**src/logic/rv32i_defs.svh**
```systemverilog
`ifndef RV32I_DEFS_SVH
`define RV32I_DEFS_SVH

// data word width.
`define XLEN 32

// architectural registers, x0 included.
`define REG_COUNT 32

// data ram depth in words, indexed by alu_out[9:2].
`define DMEM_WORDS 256

`endif

```
**src/logic/regfile.sv**
```systemverilog
`timescale 1ns/10ps
`default_nettype none

`include "rv32i_defs.svh"

module regfile
(
    input  wire logic             clk,
    input  wire logic             rst_n,
    input  wire logic             load,
    input  wire logic [4:0]       dest,
    input  wire logic [`XLEN-1:0] in,
    input  wire logic [4:0]       src_a,
    input  wire logic [4:0]       src_b,
    output logic [`XLEN-1:0]      reg_a,
    output logic [`XLEN-1:0]      reg_b
);

    // x0 has no storage.
    logic [`XLEN-1:0] regs [1:`REG_COUNT-1];

    function automatic logic [`XLEN-1:0] read_port(input logic [4:0] addr);
        if (addr == 5'd0)
            return '0;
        if (load && addr == dest)
            return in;                   // write-through.
        return regs[addr];
    endfunction

    always_ff @(posedge clk)
    begin
        if (!rst_n)
        begin
            for (int i = 1; i < `REG_COUNT; i++)
                regs[i] <= '0;
        end
        else if (load && dest != 5'd0)
            regs[dest] <= in;
    end

    always_comb
    begin
        reg_a = read_port(src_a);
        reg_b = read_port(src_b);
    end

endmodule

`default_nettype wire

```
**config.mk**
```make
export PLATFORM = sky130hd
export DESIGN_NAME = regfile
export DESIGN_NICKNAME = d
export VERILOG_FILES = /design/src/logic/regfile.sv
export VERILOG_INCLUDE_DIRS = /design/src /design/src/logic
export SDC_FILE = /design/constraint.sdc
export NUM_CORES = 2
export LEC_CHECK = 0
export BUFFER_PORTS_ARGS = -buffer_cell sky130_fd_sc_hd__clkbuf_2
export CORE_MARGIN = 2
export CORE_UTILIZATION = 30
export CTS_CLUSTER_SIZE = 8
export DETAILED_ROUTE_END_ITERATION = 7
export REMOVE_ABC_BUFFERS = 1
export SLEW_MARGIN = 20
export SYNTH_ARGS = -nofsm -noshare
export SYNTH_HDL_FRONTEND = slang
export SYNTH_SLANG_ARGS = --single-unit
```
**constraint.sdc**
```tcl
create_clock -name clk -period 9.66 [get_ports clk]
set_clock_uncertainty 0.05 [all_clocks]
set_input_delay 1.449 -clock clk [delete_from_list [all_inputs] [get_ports clk]]
set_output_delay 1.449 -clock clk [all_outputs]
set_load 0.1 [all_outputs]
```
==> flow_metrics.py <==
metrics = {
    "global_route": {
        "grt-ovfl-total": 0,
        "grt_max_degree": 104,
        "first_global_vias": 36200,
        "grt_use_total": 0.217,
        "antenna_found_initial": 25,
        "grt_pass1_wl_mm": 284,
    },
    "layout": {
        "final_common_cell": "edfxtp_1",
        "largest-register": "regs",
        "multiInputGateArea_um2": 23000,
        "reg_top3": "regs: 1024 flops",
        "mostFrequentLayoutCells": "1,024 x edfxtp_1, 993 x and2_1, 388 x mux4_2, 277 x mux2i_1, 150 x clkbuf_16",
        "post-route-util": 0.344,
        "final_net_count": 3798,
        "final_cells": 6145,
        "fill_cells": 17100,
        "design_area_um2": 62300,
        "largest_reg_flops": 1024,
        "layout-drive-gt1-share": 0.236,
        "area_growth_pct": 13.7,
        "register_area_um2": 30700,
    },
    "detailed_routing": {
        "route.detailed.drc": 0,
        "antenna_left": 0,
        "drt_wl_total_mm": 206,
        "drt-vias-per-instance": 5.89,
        "avgRoutedWirePerCell_um": 33.5,
        "drt_iter0_markers": 5400,
        "firstDrtPassIters": 8,
        "vias": 36200,
    },
    "clocking": {
        "cts-buffers-inserted": 146,
        "hold_buffers": 0,
        "postCtsResizedCells": 0,
        "tritoncts": "yes",
        "cts.sinks": 1024,
        "cts_setup_buffers": 0,
        "cts.path.max_buffers": 3,
        "path_clk_slew_ps": 50,
        "h-tree-depth": 4,
        "clk_root_buffer_cell": "clkbuf_16",
    },
    "pwr": {
        "combPwrFrac": 0.142,
        "switching_share": 0.272,
        "power.switching_w": 0.00314,
        "power_density_nw_per_um2": 186,
        "seq_power_share": 0.456,
        "clock_power_share": 0.402,
        "internal-power_w": 0.00842,
        "irDropWorstVdd_mv": 0.172,
        "p_leak_nw": 21.4,
    },
    "worst_setup_path": {
        "worstPathMaxFanout": 26,
        "required_ps": 8160,
        "cp-end-kind": "output port",
        "crit_arrival_ps": 5090,
        "worst-setup-path-type": "primary input to output port",
        "cp-start-kind": "primary input",
    },
    "synth": {
        "yosysSeqAreaShare": 0.561,
        "netlist_area_um2": 54800,
        "synth_edf_count": 1024,
        "synth_cells": 3747,
        "synthArstFlopShare": 0,
        "synth.avg_cell_area_um2": 14.6,
        "ys_ff_latch": 1024,
        "synth_ff_type": "edfxtp_1",
        "ys_warn_count": 0,
        "synth_cell_types": 50,
    },
    "timing": {
        "tns_ps": 0,
        "period_needed_ps": 6590,
        "fin_ws_ps": 3070,
        "tightestPinTransition_ps": 1140,
        "hold_viol": 0,
        "rsz0062_at_grt": "no",
        "fin_crit_sh": 0.682,
        "slew_viol_final": 0,
        "slew-limit-headroom": 0.237,
        "setup_viol": 0,
        "clock.fmax_mhz": 152,
    },
    "die": {
        "die_w_um": 431,
        "die_h_um": 431,
        "rows": 156,
        "die-area_um2": 186000,
        "num_io_pins": 114,
        "coreArea_um2": 181000,
        "initial_core_util": 0.302,
    },
    "placed_design": {
        "port_buffers": 113,
        "dp_slack_ps": 3150,
        "dp.cells": 5970,
        "dp_hpwl_mm": 121,
        "place_area_um2": 58300,
        "place_congestion": 0.865,
    },
    "job": {
        "drv_cap": 0,
    },
    "outcome": {
        "outcome": "finished, final reports clean",
    },
    "worst_hold_path": {
        "hold_path_class": "primary input to register",
    },
}
worst max-delay path: stages:
cell and delay, ps:
buf_4 490, buf_4 580, and3b_1 740, buf_4 510
a221oi_1 130, o21ai_0 160, o21ai_0 230, o221a_2 350
clkbuf_2 380
layout make-up:
class | count | share of cell area
antenna | 11 | 0.000442
multi-input combinational | 2337 | 0.369
tap | 2370 | 0.0476
inverter | 2 | 0.000121
clock buffer | 154 | 0.0605
clock inverter | 10 | 0.00275
timing repair buffer | 237 | 0.0261
sequential | 1024 | 0.494
power groups by stage:
stage | sequential (W) | combinational [W] | clock [W]
finish | 0.00527 | 0.00164 | 0.00465
global route | 0.00529 | 0.00169 | 0.00484
CTS | 0.00526 | 0.00164 | 0.00469
detailed placement | 0.00535 | 0.00163 | 0
global placement | 0.00533 | 0.00163 | 0
floorplan | 0.00531 | 0.000965 | 0
layer usage:
layer,vias up,wire (um),GRT usage
li1,14400,-,-
met1,18800,77900,0.281
met2,2407,96800,0.348
met3,522,20600,0.0426
met4,10,10500,0.106
met5,-,64,0
stage by stage:
stage               total power (W)  hold slack, ps
floorplan                   0.00628            1500
global placement            0.00696            1910
detailed placement          0.00698            1910
CTS                          0.0116            1110
global route                 0.0118            1150
finish                       0.0116            1160
path summary, 6_finish.rpt:
path / start / to / slack, ps / cells after the start
max: src_a[2] / reg_a[4] / 3070 / 9
min: in[29] / regs[0][29] / 1160 / 2
cells in the mapped netlist, drive strengths merged (2+ instances only):
cell / instances / area share
edfxtp: 1024 / 0.56
and2: 996 / 0.11
mux4: 388 / 0.16
clkbuf: 301 / 0.021
mux2i: 277 / 0.051
a22oi: 125 / 0.017
buf: 114 / 0.013
a21oi: 85 / 0.0078
a22o: 54 / 0.0086
o21ai: 50 / 0.0046
nor2: 49 / 0.0034
o221ai: 42 / 0.0067
o22ai: 41 / 0.0047
nand2: 34 / 0.0023
a2111oi: 23 / 0.0042
a221o: 17 / 0.0031
o221a: 14 / 0.0029
a32oi: 12 / 0.0019
nand3: 11 / 0.0010
a221oi: 10 / 0.0016
xnor2: 10 / 0.0016
mux2: 9 / 0.0018
a211oi: 8 / 0.0011
nor3: 7 / 0.00064
nor2b: 5 / 0.00057
a31oi: 4 / 0.00046
nand3b: 4 / 0.00055
o31a: 4 / 0.00064
nand4: 3 / 0.00034
o2111ai: 3 / 0.00048
o22a: 3 / 0.00048
a211o: 2 / 0.00032
inv: 2 / 0.00014
nand2b: 2 / 0.00023
or2: 2 / 0.00023
or3: 2 / 0.00023
or3b: 2 / 0.00032
kinds of logic after synthesis:
| logic type | share of synthesized area |
|---|---|
| AOI/OAI and AO/OA | 0.0672 |
| DFF | 0.561 |
| muxes | 0.212 |
| other | 0.0000684 |
| xor gates and xnor gates | 0.00160 |
| buffers and inverters | 0.0338 |
| and+or+nand+nor | 0.124 |
No activity file was read; power rests on OpenSTA's default activity.
