[config.mk]
export PLATFORM = sky130hd
export DESIGN_NAME = write_back_flat
export DESIGN_NICKNAME = d
export VERILOG_FILES = /design/src/logic/rv32i_pkg.sv /design/src/logic/mem_wb_if.sv /design/src/logic/write_back.sv /design/src/flat_wrapper.sv
export VERILOG_INCLUDE_DIRS = /design/src /design/src/logic
export SDC_FILE = /design/constraint.sdc
export NUM_CORES = 1
export LEC_CHECK = 0
export BUFFER_PORTS_ARGS = -buffer_cell sky130_fd_sc_hd__buf_2
export CAP_MARGIN = 20
export CORE_AREA = 2 2 85 87
export DETAILED_ROUTE_END_ITERATION = 8
export DIE_AREA = 0 0 87 89
export MAX_ROUTING_LAYER = met4
export PLACE_DENSITY = 0.8
export SLEW_MARGIN = 25
export SYNTH_ARGS = -nofsm -noshare
export SYNTH_HDL_FRONTEND = slang
export SYNTH_SLANG_ARGS = --single-unit
[constraint.sdc]
create_clock -name vclk -period 3.85
set_input_delay 0.5775 -clock vclk [all_inputs]
set_output_delay 0.5775 -clock vclk [all_outputs]
set_load 0.01 [all_outputs]
[src/logic/rv32i_defs.svh]
`ifndef RV32I_DEFS_SVH
`define RV32I_DEFS_SVH

// data word width.
`define XLEN 32

// architectural registers, x0 included.
`define REG_COUNT 32

// data ram depth in words, indexed by alu_out[9:2].
`define DMEM_WORDS 256

`endif

[src/logic/rv32i_pkg.sv]
`default_nettype none

`include "rv32i_defs.svh"

package rv32i_pkg;

    typedef enum logic [3:0] {
        rf_alu_out  = 4'd0,
        rf_br_en    = 4'd1,
        rf_u_imm    = 4'd2,
        rf_lw       = 4'd3,
        rf_pc_plus4 = 4'd4,
        rf_lb       = 4'd5,
        rf_lbu      = 4'd6,
        rf_lh       = 4'd7,
        rf_lhu      = 4'd8
    } regfilemux_sel_t;

    // width of the data access, loads included.
    typedef enum logic [1:0] {
        st_sb = 2'd0,
        st_sh = 2'd1,
        st_sw = 2'd2
    } store_width_t;

    typedef struct packed {
        logic             load_regfile;
        logic [4:0]       rd;
        regfilemux_sel_t  regfilemux_sel;
        logic [`XLEN-1:0] u_imm;
        logic             mem_read;
        logic             mem_write;
        store_width_t     store_width;
    } rv32i_control_word;

endpackage

`default_nettype wire

[src/logic/mem_wb_if.sv]
`timescale 1ns/10ps
`default_nettype none

`include "rv32i_defs.svh"

interface mem_wb_if;
    import rv32i_pkg::*;

    logic              valid;
    rv32i_control_word ctrl;
    logic [3:0]        mem_byte_enable;
    logic [`XLEN-1:0]  r_data;           // ram read word.
    logic [`XLEN-1:0]  alu;
    logic [`XLEN-1:0]  br_en;
    logic [`XLEN-1:0]  pc_plus4;

    modport stage_out (
        output valid, ctrl, mem_byte_enable, r_data, alu, br_en, pc_plus4
    );

    modport stage_in (
        input valid, ctrl, mem_byte_enable, r_data, alu, br_en, pc_plus4
    );

endinterface

`default_nettype wire

[src/logic/write_back.sv]
`timescale 1ns/10ps
`default_nettype none

`include "rv32i_defs.svh"

module write_back
(
    mem_wb_if.stage_in             wb,
    output logic                   load_regfile,
    output logic [4:0]             rd,
    output logic [`XLEN-1:0]       rd_in
);
    import rv32i_pkg::*;

    logic [7:0]       load_byte;
    logic [15:0]      load_half;
    logic             half_top;          // half access at offset 3.
    logic [`XLEN-1:0] regfilemux_out;

    assign load_regfile = wb.valid & wb.ctrl.load_regfile;
    assign rd           = wb.ctrl.rd;
    assign rd_in        = regfilemux_out;

    // byte lane pick.
    always_comb
    begin
        case (wb.mem_byte_enable)
            4'b0010: load_byte = wb.r_data[15:8];
            4'b0100: load_byte = wb.r_data[23:16];
            4'b1000: load_byte = wb.r_data[31:24];
            default: load_byte = wb.r_data[7:0];
        endcase
    end

    // half lane pick.
    always_comb
    begin
        half_top = 1'b0;
        case (wb.mem_byte_enable)
            4'b0110: load_half = wb.r_data[23:8];
            4'b1100: load_half = wb.r_data[31:16];
            4'b1000:
            begin
                load_half = {8'h00, wb.r_data[31:24]};
                half_top  = 1'b1;
            end
            default: load_half = wb.r_data[15:0];
        endcase
    end

    always_comb
    begin
        case (wb.ctrl.regfilemux_sel)
            rf_alu_out:  regfilemux_out = wb.alu;
            rf_br_en:    regfilemux_out = wb.br_en;
            rf_u_imm:    regfilemux_out = wb.ctrl.u_imm;
            rf_lw:       regfilemux_out = wb.r_data;
            rf_pc_plus4: regfilemux_out = wb.pc_plus4;
            rf_lb:       regfilemux_out = {{24{load_byte[7]}}, load_byte};
            rf_lbu:      regfilemux_out = {24'h000000, load_byte};
            rf_lh:
            begin
                if (half_top)
                    regfilemux_out = {{24{load_half[7]}}, load_half[7:0]};
                else
                    regfilemux_out = {{16{load_half[15]}}, load_half};
            end
            rf_lhu:      regfilemux_out = {16'h0000, load_half};   // top lane already zero-padded.
            default:     regfilemux_out = wb.alu;
        endcase
    end

endmodule

`default_nettype wire

[src/flat_wrapper.sv]
// flat-port wrapper written by rule: the top's interface ports become plain ports
module write_back_flat import rv32i_pkg::*;
  (load_regfile, rd, rd_in, wb_valid, wb_ctrl, wb_mem_byte_enable, wb_r_data, wb_alu, wb_br_en, wb_pc_plus4);
  mem_wb_if wb_i ();
  output logic load_regfile;
  output logic [4:0] rd;
  output logic [`XLEN-1:0] rd_in;
  input wire logic [$bits(wb_i.valid)-1:0] wb_valid;
  input wire logic [$bits(wb_i.ctrl)-1:0] wb_ctrl;
  input wire logic [$bits(wb_i.mem_byte_enable)-1:0] wb_mem_byte_enable;
  input wire logic [$bits(wb_i.r_data)-1:0] wb_r_data;
  input wire logic [$bits(wb_i.alu)-1:0] wb_alu;
  input wire logic [$bits(wb_i.br_en)-1:0] wb_br_en;
  input wire logic [$bits(wb_i.pc_plus4)-1:0] wb_pc_plus4;
  assign wb_i.valid = wb_valid;
  assign wb_i.ctrl = wb_ctrl;
  assign wb_i.mem_byte_enable = wb_mem_byte_enable;
  assign wb_i.r_data = wb_r_data;
  assign wb_i.alu = wb_alu;
  assign wb_i.br_en = wb_br_en;
  assign wb_i.pc_plus4 = wb_pc_plus4;
  write_back u_core (.wb(wb_i), .load_regfile(load_regfile), .rd(rd), .rd_in(rd_in));
endmodule
==> flow_metrics.py <==
metrics = {
    "cells_and_area": {
        "final_cell_mix": "203 x buf_2, 34 x o22a_1, 32 x mux2i_1",
        "multi_input_area_sq_um": 2360,
        "flops_and_latches": 0,
        "clkbuf_count": 0,
        "fillers": 678,
        "final_area_sq_um": 3630,
        "seq_area_sq_um": 0,
        "synthToLayoutAreaGrowth_pct": 38.3,
        "final_common_cell": "buf_2",
        "layout.nets": 709,
        "final_util_pct": 54.0,
        "drive_gt1_share_pct": 44.5,
    },
    "drt": {
        "first_iter_violations": 217,
        "routed_wl_mm": 11.7,
        "first_pass_iters": 5,
        "vias": 3797,
        "routed_via_density": 6.23,
        "ant_nets": 0,
        "wl_per_cell_um": 19.1,
        "drcViolationCount": 0,
    },
    "timing": {
        "fmax_mhz": 290,
        "holdWs_ns": 1.16,
        "setup_viol": 0,
        "rsz0062_at_grt": "false",
        "slew_violations": 0,
        "max-slew-margin-rel_pct": 57.7,
        "fin_tns_setup_ns": 0,
        "finalCritPeriodShare_pct": 89.6,
        "period_minus_slack_ns": 3.45,
        "tightest_slew_ns": 0.630,
        "hold_violations": 0,
    },
    "floorplanning": {
        "fp.dieW_um": 87,
        "die_h_um": 89,
        "core_region_area_sq_um": 6720,
        "io_pins": 217,
        "num_rows": 30,
        "dieArea_sq_um": 7740,
        "start_util_pct": 39.1,
    },
    "min_path": {
        "whs_endpoint": "rd[1]",
        "hold_depth": 0,
        "hp-start": "wb_ctrl[41]",
        "worstHoldPathType": "input pin to output port",
    },
    "setup_path": {
        "cp_cell_sequence": "buf_2 > nor2b_2 > o311ai_4 > a222oi_1 > o32a_1 > buf_4 > a31oi_1 > buf_2",
        "crit_fanout": 25,
        "crit_path_frequent_cell": "buf_2",
        "crit_slowest_cell": "a222oi_1",
        "cp.arrival_ns": 2.87,
        "start_kind": "input pin",
        "cp_slowest_stage_delay_ns": 0.56,
        "crit_type": "input pin to output port",
        "cp.required_ns": 3.27,
        "end_kind": "output port",
    },
    "global_routing": {
        "grt-ovfl-total": 0,
        "grt_pass1_vias": 3406,
        "grt_first_pass_wirelength_mm": 17.1,
        "antenna_found_initial": 0,
        "grt_max_degree": 30,
        "track_usage_pct": 28.1,
    },
    "synthesis": {
        "synth_top_area_cell": "mux2i_1",
        "synth_area_sq_um": 2630,
        "synthCells": 361,
        "ys_warn_count": 0,
        "yosysTopAreaCellShare_pct": 12.2,
        "ys_types": 44,
        "ys_seq_area_share_pct": 0,
        "avgSynthCellArea_sq_um": 7.27,
        "synth_nets": 540,
        "synth_area_leaders": "mux2i_1 12%, o22a_1 11%, a22oi_1 8.9%, a31oi_4 8.1%, a21oi_1 5.7%",
    },
    "clock_tree": {
        "cts_resized": 0,
        "holdBufCountCts": 0,
        "postCtsSetupRepairBufs": 0,
    },
    "power_and_ir_drop": {
        "power_w": 0.000477,
        "leakagePower_nw": 1.67,
        "powerDensity_nw_per_um2": 131,
        "ir_drop_uv": 69.5,
    },
    "placed_design": {
        "placed_area_sq_um": 3630,
        "gp_congestion": 0.966,
        "port_buffers": 203,
        "dpl.hpwl_mm": 9.38,
    },
    "status": {
        "status": "finished clean",
    },
    "job": {
        "drv_cap": 0,
    },
}
## synth_stat cells, types with 9 or more instances
| master | instances |
|---|---|
| o22a_1 | 34 |
| mux2i_1 | 32 |
| a22oi_1 | 31 |
| clkbuf_1 | 31 |
| a21oi_1 | 30 |
| nor2_1 | 23 |
| nand2_1 | 16 |
| nand3b_1 | 16 |
| a22o_1 | 15 |
| inv_1 | 13 |
| o221ai_1 | 11 |
| a31oi_4 | 10 |
| o21ai_0 | 10 |
| a211oi_1 | 9 |
## routing by layer
metal  part of all wire [%]  vias to the layer above  wire, um  GRT usage (%)
met5                      0                        -         0              -
met4                    1.4                        0       167           4.83
met3                    8.1                       16       940           1.85
met2                     51                      224      5930           50.6
met1                     40                     1767      4620           34.8
li1                       -                     1790         -              -
## worst max-delay path: cells and delay by family
kind / cells / cell delay, ns
AOI/OAI and AO/OA: 4 / 1.10
buffers and inverters: 3 / 0.84
and+or+nand+nor: 1 / 0.34
## worst max path at each step
stage / start / endpoint / slack, ns / cells after the start
floorplan: wb_mem_byte_enable[0] / rd_in[17] / 1.03 / 7
global placement: wb_mem_byte_enable[1] / rd_in[26] / 0.48 / 8
detailed placement: wb_mem_byte_enable[1] / rd_in[26] / 0.43 / 8
CTS: wb_mem_byte_enable[1] / rd_in[26] / 0.42 / 8
global route: wb_mem_byte_enable[1] / rd_in[28] / 0.26 / 8
finish: wb_mem_byte_enable[1] / rd_in[26] / 0.40 / 8
## logic make-up after synthesis
kind of cell	after synthesis	share of synthesized area, %
AO/OA/AOI/OAI	182	58.0
XOR/XNOR	2	0.667
buffers and inverters	60	10.7
multiplexers	33	12.6
AND/OR/NAND/NOR	84	18.0
## final cells by class
cell class / count / share of cell area [%]
Antenna cell: 1 / 0.0689
Inverter: 13 / 1.34
Multi-Input combinational cell: 301 / 64.9
Tap cell: 80 / 2.76
Timing Repair Buffer: 214 / 30.9
## stage by stage
step / setup WS, ns / std cells
2_1_floorplan: 1.03 / 361
3_3_place_gp: 0.481 / 608
3_5_place_dp: 0.433 / 608
4_1_cts: 0.425 / 608
5_1_grt: 0.260 / 608
6_report: 0.401 / 609
## power by group
group	internal [W]	switching (W)	total (W)
Clock	0.0000000000348	0	0.0000000000348
Sequential	0	0	0
Combinational	0.000225	0.000252	0.000477
No activity file was read; power rests on OpenSTA's default activity.
